## src/verilog/eeprom_settings.svh

```systemverilog
`ifndef EEPROM_SETTINGS_SVH
`define EEPROM_SETTINGS_SVH

// clk cycles per half scl period, 2 or more
// sda moves one cycle after each scl edge, hence the lower bound
`define EE_SCL_HALF 4

// 24C16 array, 2 Kbyte
`define EE_ADDR_W 11

// device code ahead of the block select bits
`define EE_DEV_CODE 4'b1010

`endif

```

## src/verilog/eeprom_pkg.sv

```systemverilog
`include "eeprom_settings.svh"

package eeprom_pkg;

    // host request, write data ignored on reads
    typedef struct packed {
        logic                  write;
        logic [`EE_ADDR_W-1:0] addr;
        logic [7:0]            wdata;
    } eeprom_req_t;

    typedef struct packed {
        logic [7:0] rdata;  // zero for writes
        logic       nack;   // some sent byte went unacknowledged
    } eeprom_rsp_t;

    // OP_START doubles as repeated start
    typedef enum logic [1:0] {
        OP_START,
        OP_STOP,
        OP_WRITE,
        OP_READ
    } i2c_op_t;

    typedef struct packed {
        i2c_op_t    op;
        logic [7:0] data;   // byte to shift out
        logic       ack;    // master ack bit after a read, 1 is nack
    } i2c_cmd_t;

    typedef struct packed {
        logic [7:0] data;   // byte shifted in
        logic       nack;   // ack bit sampled after a write
    } i2c_res_t;

endpackage

```

## src/verilog/i2c_bit_engine.sv

```systemverilog
`timescale 1ns/100ps
`include "eeprom_settings.svh"

module i2c_bit_engine
(
    input  logic                 CLK,
    input  logic                 RESET,
    input  eeprom_pkg::i2c_cmd_t cmd,
    input  logic                 cmd_valid,
    output logic                 cmd_ready,
    output eeprom_pkg::i2c_res_t res,
    output logic                 res_valid,
    output logic                 scl,
    output logic                 sda_drive_low,
    input  logic                 sda_in
);
    import eeprom_pkg::*;

    localparam int HALF  = `EE_SCL_HALF;
    localparam int CNT_W = $clog2(HALF);

    logic             busy;
    i2c_op_t          op_q;
    logic             ack_q;
    logic [7:0]       shreg;
    logic [3:0]       bit_cnt;
    logic             half;     // 0 scl low, 1 scl high
    logic [CNT_W-1:0] cnt;

    logic             byte_op;
    logic             half_end;
    logic             last_bit;
    logic             drive_pt;

    assign cmd_ready = !busy;
    assign byte_op   = (op_q == OP_WRITE) || (op_q == OP_READ);
    assign half_end  = (cnt == CNT_W'(HALF - 1));
    assign last_bit  = byte_op ? (bit_cnt == 4'd8) : (bit_cnt == 4'd0);
    assign drive_pt  = busy && (cnt == '0);  // one cycle after an scl edge

    // scl holds its level between commands, so no stray pulses
    always_ff @(posedge CLK)
    begin
        if (RESET)
        begin
            busy          <= 1'b0;
            res_valid     <= 1'b0;
            scl           <= 1'b1;
            sda_drive_low <= 1'b0;
            half          <= 1'b0;
            cnt           <= '0;
            bit_cnt       <= 4'd0;
        end
        else
        begin
            res_valid <= 1'b0;
            if (!busy)
            begin
                if (cmd_valid)
                begin
                    busy    <= 1'b1;
                    half    <= 1'b0;
                    cnt     <= '0;
                    bit_cnt <= 4'd0;
                    scl     <= 1'b0;
                end
            end
            else
            begin
                if (drive_pt)
                begin
                    if (!half)
                    begin
                        case (op_q)
                            OP_START: sda_drive_low <= 1'b0;
                            OP_STOP:  sda_drive_low <= 1'b1;
                            OP_WRITE: sda_drive_low <= bit_cnt[3] ? 1'b0 : !shreg[7];
                            default:  sda_drive_low <= bit_cnt[3] ? !ack_q : 1'b0;
                        endcase
                    end
                    else if (op_q == OP_START)
                        sda_drive_low <= 1'b1;  // falling sda with scl high
                    else if (op_q == OP_STOP)
                        sda_drive_low <= 1'b0;  // rising sda with scl high
                end

                if (half_end)
                begin
                    cnt <= '0;
                    if (!half)
                    begin
                        half <= 1'b1;
                        scl  <= 1'b1;
                    end
                    else if (last_bit)
                    begin
                        busy      <= 1'b0;
                        res_valid <= 1'b1;
                        half      <= 1'b0;
                        bit_cnt   <= 4'd0;
                    end
                    else
                    begin
                        half    <= 1'b0;
                        scl     <= 1'b0;
                        bit_cnt <= bit_cnt + 4'd1;
                    end
                end
                else
                    cnt <= cnt + 1'b1;
            end
        end
    end

    always_ff @(posedge CLK)
    begin
        if (!busy && cmd_valid)
        begin
            op_q  <= cmd.op;
            ack_q <= cmd.ack;
            shreg <= cmd.data;
        end
        else if (busy)
        begin
            if (drive_pt && !half && op_q == OP_WRITE && !bit_cnt[3])
                shreg <= {shreg[6:0], 1'b0};  // msb first
            if (half && half_end && op_q == OP_READ && !bit_cnt[3])
                shreg <= {shreg[6:0], sda_in};  // sampled at end of scl high
            if (half && half_end && last_bit)
            begin
                res.data <= shreg;
                res.nack <= (op_q == OP_WRITE) && sda_in;
            end
        end
    end

    // data bits of a write must not move under a high scl
    a_write_sda_stable: assert property (@(posedge CLK) disable iff (RESET)
        (busy && op_q == OP_WRITE && scl && $past(scl)) |-> $stable(sda_drive_low));

endmodule

```

## src/verilog/eeprom_sequencer.sv

```systemverilog
`timescale 1ns/100ps
`include "eeprom_settings.svh"

module eeprom_sequencer
(
    input  logic                    CLK,
    input  logic                    RESET,
    input  eeprom_pkg::eeprom_req_t req,
    input  logic                    req_valid,
    output logic                    req_ready,
    output eeprom_pkg::eeprom_rsp_t rsp,
    output logic                    rsp_valid,
    input  logic                    rsp_ready,
    output eeprom_pkg::i2c_cmd_t    cmd,
    output logic                    cmd_valid,
    input  logic                    cmd_ready,
    input  eeprom_pkg::i2c_res_t    res,
    input  logic                    res_valid
);
    import eeprom_pkg::*;

    typedef enum logic [3:0] {
        IDLE,
        START,
        CTRL_W,
        ADDR,
        DATA,
        RESTART,
        CTRL_R,
        READ,
        STOP,
        RESP
    } state_t;

    state_t      state;
    state_t      state_nxt;
    eeprom_req_t req_q;
    logic [7:0]  rdata_q;
    logic        nack_q;
    logic        accept;
    logic        launch;
    logic        sent_byte;

    // bus command issued on entry to each state
    function automatic i2c_cmd_t cmd_for(state_t st, eeprom_req_t r);
        i2c_cmd_t              c;
        logic [`EE_ADDR_W-9:0] block;
        block  = r.addr[`EE_ADDR_W-1:8];
        c.op   = OP_WRITE;
        c.ack  = 1'b1;  // single byte read ends with master nack
        c.data = {`EE_DEV_CODE, block, 1'b0};
        case (st)
            START, RESTART: c.op = OP_START;
            STOP:           c.op = OP_STOP;
            CTRL_R:         c.data = {`EE_DEV_CODE, block, 1'b1};
            ADDR:           c.data = r.addr[7:0];
            DATA:           c.data = r.wdata;
            READ:           c.op = OP_READ;
            default:        ;
        endcase
        return c;
    endfunction

    assign req_ready = (state == IDLE);
    assign rsp_valid = (state == RESP);
    assign rsp       = '{rdata: rdata_q, nack: nack_q};
    assign accept    = req_valid && req_ready;
    assign sent_byte = (state == CTRL_W) || (state == ADDR) ||
                       (state == DATA) || (state == CTRL_R);
    assign launch    = (state_nxt != state) && (state_nxt != IDLE) && (state_nxt != RESP);

    always_comb
    begin
        state_nxt = state;
        case (state)
            IDLE:    if (accept) state_nxt = START;
            START:   if (res_valid) state_nxt = CTRL_W;
            CTRL_W:  if (res_valid) state_nxt = res.nack ? STOP : ADDR;
            ADDR:    if (res_valid) state_nxt = res.nack ? STOP : (req_q.write ? DATA : RESTART);
            DATA:    if (res_valid) state_nxt = STOP;
            RESTART: if (res_valid) state_nxt = CTRL_R;
            CTRL_R:  if (res_valid) state_nxt = res.nack ? STOP : READ;
            READ:    if (res_valid) state_nxt = STOP;
            STOP:    if (res_valid) state_nxt = RESP;
            RESP:    if (rsp_ready) state_nxt = IDLE;
            default: state_nxt = IDLE;
        endcase
    end

    always_ff @(posedge CLK)
    begin
        if (RESET)
        begin
            state     <= IDLE;
            cmd_valid <= 1'b0;
        end
        else
        begin
            state <= state_nxt;
            if (launch)
                cmd_valid <= 1'b1;
            else if (cmd_ready)
                cmd_valid <= 1'b0;  // taken by the engine
        end
    end

    always_ff @(posedge CLK)
    begin
        if (accept)
        begin
            req_q   <= req;
            nack_q  <= 1'b0;
            rdata_q <= 8'h00;
        end
        else if (res_valid)
        begin
            if (sent_byte)
                nack_q <= nack_q | res.nack;
            if (state == READ)
                rdata_q <= res.data;
        end
        if (launch)
            cmd <= cmd_for(state_nxt, req_q);  // start needs no request fields
    end

    // response held steady under back-pressure
    a_rsp_hold: assert property (@(posedge CLK) disable iff (RESET)
        (rsp_valid && !rsp_ready) |=> (rsp_valid && $stable(rsp)));

    a_no_cmd_idle: assert property (@(posedge CLK) disable iff (RESET)
        (state == IDLE) |-> !cmd_valid);

endmodule

```

## src/verilog/eeprom_ctrl_top.sv

```systemverilog
`timescale 1ns/100ps

module eeprom_ctrl_top
(
    input  logic                    CLK,
    input  logic                    RESET,
    input  eeprom_pkg::eeprom_req_t req,
    input  logic                    req_valid,
    output logic                    req_ready,
    output eeprom_pkg::eeprom_rsp_t rsp,
    output logic                    rsp_valid,
    input  logic                    rsp_ready,
    output logic                    scl,
    output logic                    sda_drive_low,
    input  logic                    sda_in
);
    import eeprom_pkg::*;

    i2c_cmd_t cmd;
    logic     cmd_valid;
    logic     cmd_ready;
    i2c_res_t res;
    logic     res_valid;

    eeprom_sequencer i_seq
    (
        .CLK       (CLK),
        .RESET     (RESET),
        .req       (req),
        .req_valid (req_valid),
        .req_ready (req_ready),
        .rsp       (rsp),
        .rsp_valid (rsp_valid),
        .rsp_ready (rsp_ready),
        .cmd       (cmd),
        .cmd_valid (cmd_valid),
        .cmd_ready (cmd_ready),
        .res       (res),
        .res_valid (res_valid)
    );

    // sda is open drain, wired-AND outside
    i2c_bit_engine i_bit
    (
        .CLK           (CLK),
        .RESET         (RESET),
        .cmd           (cmd),
        .cmd_valid     (cmd_valid),
        .cmd_ready     (cmd_ready),
        .res           (res),
        .res_valid     (res_valid),
        .scl           (scl),
        .sda_drive_low (sda_drive_low),
        .sda_in        (sda_in)
    );

endmodule

```

## config.mk

```make
export PLATFORM = sky130hd
export DESIGN_NAME = eeprom_ctrl_top
export DESIGN_NICKNAME = d
export VERILOG_FILES = /design/src/verilog/eeprom_pkg.sv /design/src/verilog/i2c_bit_engine.sv /design/src/verilog/eeprom_sequencer.sv /design/src/verilog/eeprom_ctrl_top.sv
export VERILOG_INCLUDE_DIRS = /design/src /design/src/verilog
export SDC_FILE = /design/constraint.sdc
export NUM_CORES = 1
export LEC_CHECK = 0
export BUFFER_PORTS_ARGS = -buffer_cell sky130_fd_sc_hd__buf_2
export CORE_UTILIZATION = 58
export CTS_BUF_LIST = sky130_fd_sc_hd__clkbuf_16
export CTS_CLUSTER_SIZE = 14
export DETAILED_ROUTE_END_ITERATION = 6
export GPL_TIMING_DRIVEN = 0
export MAX_ROUTING_LAYER = met4
export PLACE_DENSITY_LB_ADDON = 0.15
export SLEW_MARGIN = 5
export SYNTH_ARGS = -nofsm -noshare
export SYNTH_HDL_FRONTEND = slang
export SYNTH_SLANG_ARGS = --single-unit
```

## constraint.sdc

```tcl
create_clock -name CLK -period 3.37 [get_ports CLK]
set_input_delay 0.337 -clock CLK [delete_from_list [all_inputs] [get_ports CLK]]
set_output_delay 0.337 -clock CLK [all_outputs]
set_load 0.03 [all_outputs]
```

# Yosys cells after proc, flatten, opt, wreduce, memory -nomap -nowiden
# Cells that the tools add are included.
# totals
ff_bits	74
in_bits	25
output_inout_bits	13
word_cells	145
# op_classes
add_sub_neg	2
eq_ne	28
muxes	50
bitwise_logic	5
reduce_logical	40
# op_table
cell	count
$mux 4	17
$pmux 4 s9	1
$eq 4x3->1 const B	8
$mux 8	4
$pmux 8 s3	1
$mux 1	22
$eq 4x4->1 const B	4
$logic_and 1x1->1	13
$eq 4x2->1 const B	3
$reduce_and 3->1	4
$eq 4x1->1 const B	2
$logic_not 4->1	2
$reduce_and 2->1	4
$eq 2x2->1 const B	3
$mux 2	3
$ne 2x2->1 const B	3
$ne 3x3->1 const B	2
$pmux 2 s3	1
$add 4x1->4 const B	1
$logic_not 1->1	4
$logic_not 2->1	2
$logic_or 1x1->1	4
$ne 4x4->1	1
$ne 4x4->1 const B	1
other kinds (10)	15

# Logic depth before layout (Yosys ltp)
# depth
depth_word	9
mapped_depth	8
ltp_nobuf	7

# Modules after synthesis
# A second synthesis with hierarchy kept.
# hier_totals
cells_unflattened	272
hier_area_um2	3241.9
# modules_own_cells
module	instances	cells_each	area_each_um2	seq_area_each_um2
eeprom_sequencer	1	147	1886.8	1181.1
i2c_bit_engine	1	125	1355.0	820.8

# Worst setup path after synthesis
# OpenSTA, ideal clock, no wires.
# synth_timing
path_kind	register -> register
start	register i_seq.state[1]
end	register i_seq.req_q[0] in the netlist's numbering, enable pin
setup_time_ns	0.392
arrival_ns	2.648
required_time_ns	2.978
slack_ns	0.330
stages_incl_launch_ff	6
n_path_buf	3
synth_period_minus_slack_ns	3.040
cell_sequence	dfxtp_1 -> buf_4 -> buf_2 -> nor4_1 -> and2_1 -> clkbuf_1
# synth_between
elab_chain_len	2
# synth_rtl
item	line	rtl
start: declaration	eeprom_sequencer.sv:35	state_t state;
start signal: assignment	eeprom_sequencer.sv:99	state <= state_nxt;
$logic_not 4->1	eeprom_sequencer.sv:64	assign req_ready = (state == IDLE);
named net req_ready	eeprom_ctrl_top.sv:9	output logic req_ready,
$logic_and 1x1->1	eeprom_sequencer.sv:67	assign accept = req_valid && req_ready;
named net i_seq.accept	eeprom_sequencer.sv:40	logic accept;
end signal: assignment	eeprom_sequencer.sv:111	req_q <= req;
end: declaration	eeprom_sequencer.sv:37	eeprom_req_t req_q;
# The timed path passes the listed nets, and every way through them passes these cells.
# A chain may end at the register's enable or synchronous reset.

# Final worst setup path
# layout_timing
start	register, netlist name i_bit.res[0]
end	register, netlist name i_seq.cmd[3]
# layout_between
elab_chain_len	6
elab_cells_between_ends	12
cone_classes	eq/ne (2); mux (7); reduce/logical (3)
# layout_rtl
item	line	rtl
$mux 4 (on tied branches) (2 in series)	eeprom_sequencer.sv:82, eeprom_sequencer.sv:78, eeprom_sequencer.sv:79	
$pmux 4 s9 (*)	eeprom_sequencer.sv:75	case (state)
$ne 4x4->1 / $reduce_bool 4->1 (equally long branches)	eeprom_sequencer.sv:70	assign launch = (state_nxt != state) && (state_nxt != IDLE) && (state_nxt != RESP);
$logic_and 1x1->1	eeprom_sequencer.sv:70	
$logic_and 1x1->1 (*)	eeprom_sequencer.sv:70	
named net i_seq.launch	eeprom_sequencer.sv:41	logic launch;
# Mark *: on every way through the listed nets, which the timed path passes. The rest lies on a longest branch.

==> run metrics <==
status=completed; worst skew pair latency=330 ps; Worst Path Required=3320 ps; global route overflow=0; R2R cell count=5; Reg power frac=46.7%; f_max=359 MHz; CTS-repair resized insts=0; reg2reg end=i_seq.cmd[3]; fraction of synthesized area in multiplexers=2.73%; first-pass GRT wire length=9400 um; Syn Area/Cell=11.5 sq um; CTS tree=done; most frequent cell after synthesis=edfxtp_1; drt pass-1 iters=4; max-slew violations=0; CTS HTree Levels=3; register area share after synthesis=59.7%; post-DP HPWL=3960 um; Period Utilization, post-route=82.6%; Clock Skew=6.59 ps; via count=2297; hold_sp=req[3]; CTS Buf Count=9; core area=5510 sq um; Post-CTS Setup Bufs=0; port bufs=37; post-synthesis cell area=3300 sq um; post-layout instance area=3920 sq um; largest cells by area after synthesis=edfxtp_1, dfxtp_1, nand2_1, nor2_1, ha_1; WL final=5790 um; layout net count=369; drt initial violations=92; vias per cell=5.56; post-synthesis xor/xnor area fraction=0.530%; max_cap viols=0; vias in the first global route=2049; synth unique cells=59; Leak Pwr=1.52 nW; Int Pwr=1.75 mW; P&R area growth vs syn=18.6%; Post-synth top cells=edfxtp_1, nand2_1, nor2_1; Clock Pin Slew Worst Setup and Hold Paths=60 ps; main combinational cell family by area after synthesis=simple AND/OR/NAND/NOR gates; sw power=0.446 mW; Syn Inst Count=288; prevailing post-synth register cell=edfxtp_1; Synth top area share=44.5%; worst slew pin tran=929 ps; Synth Area in Compound Gates=13.6%; maximum root-to-sink buffer count=2; detailed-route wire length per cell=14.0 um; setup violators final=0; Adder-Cell Fraction of Synth Area=3.03%; final hold vios=0; WHS Path Cells=1; Initial Util=60.0%; row count=27; CTS Sinks=74; Routed Antenna Nets=0; largest net degree at the start of global routing=30; Hold EP=i_seq.req_q[3]; Critical Path Sink Type=register; share of cells above drive strength 1=21.1%; Synth Warn #=0; Post-DP Area=3580 sq um; number of synthesized flops with an enable pin=49; CTS Root Cell=clkbuf_16; Max transition margin=37.8%; clock network power share=48.1%; Switching Fraction=20.4%; Comb power frac=5.2%; DIE AREA=6000 sq um; Hold Buf Count CTS=0; CP Max Fanout=10; Peak VDD IR=0.000395 V; Synth Area in Simple Gates=16.3%; Worst Hold Class=in -> reg; GRT Total Usage=21.5%; Die W=77.5 um; R2R Setup Slk=590 ps; DRC errors left=0; initial antenna violation count=0; Crit Path Category=reg -> reg; Seq cells post-synth=74; Final min period=2780 ps; CP startpoint kind=register; RSZ-0062 raised after global routing=false; n_diodes=0; worst flop-to-flop path startpoint=i_bit.res[0]; # IOs=38; total negative slack=0 ps; syn_nets=321; GPL Wtd Cong=0.852; Arrival @ worst endpoint=2740 ps; Power Density=559 nW/um^2; Die Y=77.5 um; cell accounting for the most synthesized area=edfxtp_1; Async SR Flop Fraction=0%
==> state kept, by name (all words and copies together) (netlist names) <==
name,flops
i_bit.bit_cnt,4
i_bit.half,1
i_bit.busy,1
i_seq.nack_q,1
i_bit.res_valid,1
i_seq.cmd,10
i_bit.cnt,2
i_seq.cmd_valid,1
i_bit.sda_drive_low,1
i_seq.req_q,20
i_bit.op_q,2
i_seq.state,4
i_bit.shreg,8
i_bit.scl,1
i_seq.rdata_q,8
i_bit.res,9
==> final cells by class <==
type / instances / area (sq um)
Tap cell: 72 / 90.1
Inverter: 13 / 48.8
Sequential cell: 74 / 1970
Timing Repair Buffer: 37 / 185
Clock buffer: 10 / 250
Multi-Input combinational cell: 185 / 1190
Clock inverter: 6 / 88.8
Fill cell: 424 / 1590
Buffer: 16 / 91.3
==> critical path, cell delays in order, from the launching register on <==
cell and delay (ps):
edfxtp_1 520, or4b_1 580, a21oi_2 210, a221oi_2 180
xnor2_1 200, a31oi_1 710
==> worst max path at each step <==
stage	startpoint	to	cells past startpoint
floorplan	i_seq.state[1]	i_seq.req_q[0]	5
global placement	i_bit.res[0]	i_seq.cmd[5]	5
detailed placement	i_bit.res[0]	i_seq.cmd[5]	5
CTS	i_bit.res[0]	i_seq.cmd[3]	5
global route	i_bit.res[0]	i_seq.cmd[10]	5
finish	i_bit.res[0]	i_seq.cmd[3]	5
==> routing by layer <==
| metal | GRT usage (%) | up-vias | part of all wire (%) |
|---|---|---|---|
| li1 | - | 1163 | - |
| met1 | 25.5 | 1073 | 45 |
| met2 | 34.8 | 55 | 50 |
| met3 | 4.35 | 6 | 3.8 |
| met4 | 11.5 | 0 | 1.1 |
| met5 | - | - | 0 |
==> power by group through the flow <==
stage	Combinational, mW	Clock (mW)	Sequential [mW]
floorplan	0.0744	0	1.04
global placement	0.111	0	1.04
detailed placement	0.113	0	1.04
CTS	0.115	1.07	1.02
global route	0.127	1.11	1.03
finish	0.114	1.05	1.02
==> placed cells by master, fill, tap and decap left out, types with 3 or more instances in the layout <==
master and count:
clkbuf_16 10, a21oi_1 16, ha_1 8, o311ai_1 3
nand4_1 4, nor2b_1 3, buf_4 4, mux2i_1 9
o21ai_0 9, edfxtp_1 49, nand2_1 31, buf_2 43
nand2b_1 5, nand3_1 10, and2_1 6, nor2_1 27
inv_1 13, a31oi_1 3, dfxtp_1 25, nor3_1 4
clkbuf_1 4
==> through the flow <==
stage | util, % | total power [mW] | setup slack, ps | std cells | hold WS (ps)
final | 71.2 | 2.19 | 585 | 413 | 177
after global routing | 71.2 | 2.26 | 473 | 413 | 168
after CTS | 71.2 | 2.21 | 601 | 413 | 168
after detailed placement | 65.0 | 1.16 | 606 | 397 | 409
after global placement | 65.0 | 1.15 | 612 | 397 | 402
after floorplan | - | 1.12 | 330 | 288 | 400
==> logic make-up after synthesis <==
| group | Yosys count |
|---|---|
| buffers and inverters | 29 |
| muxes | 9 |
| AOI/OAI and AO/OA | 59 |
| DFF | 74 |
| adders and majority gates | 8 |
| and+or+nand+nor | 107 |
| xor gates and xnor gates | 2 |
Power figures use the tool's default switching activity.
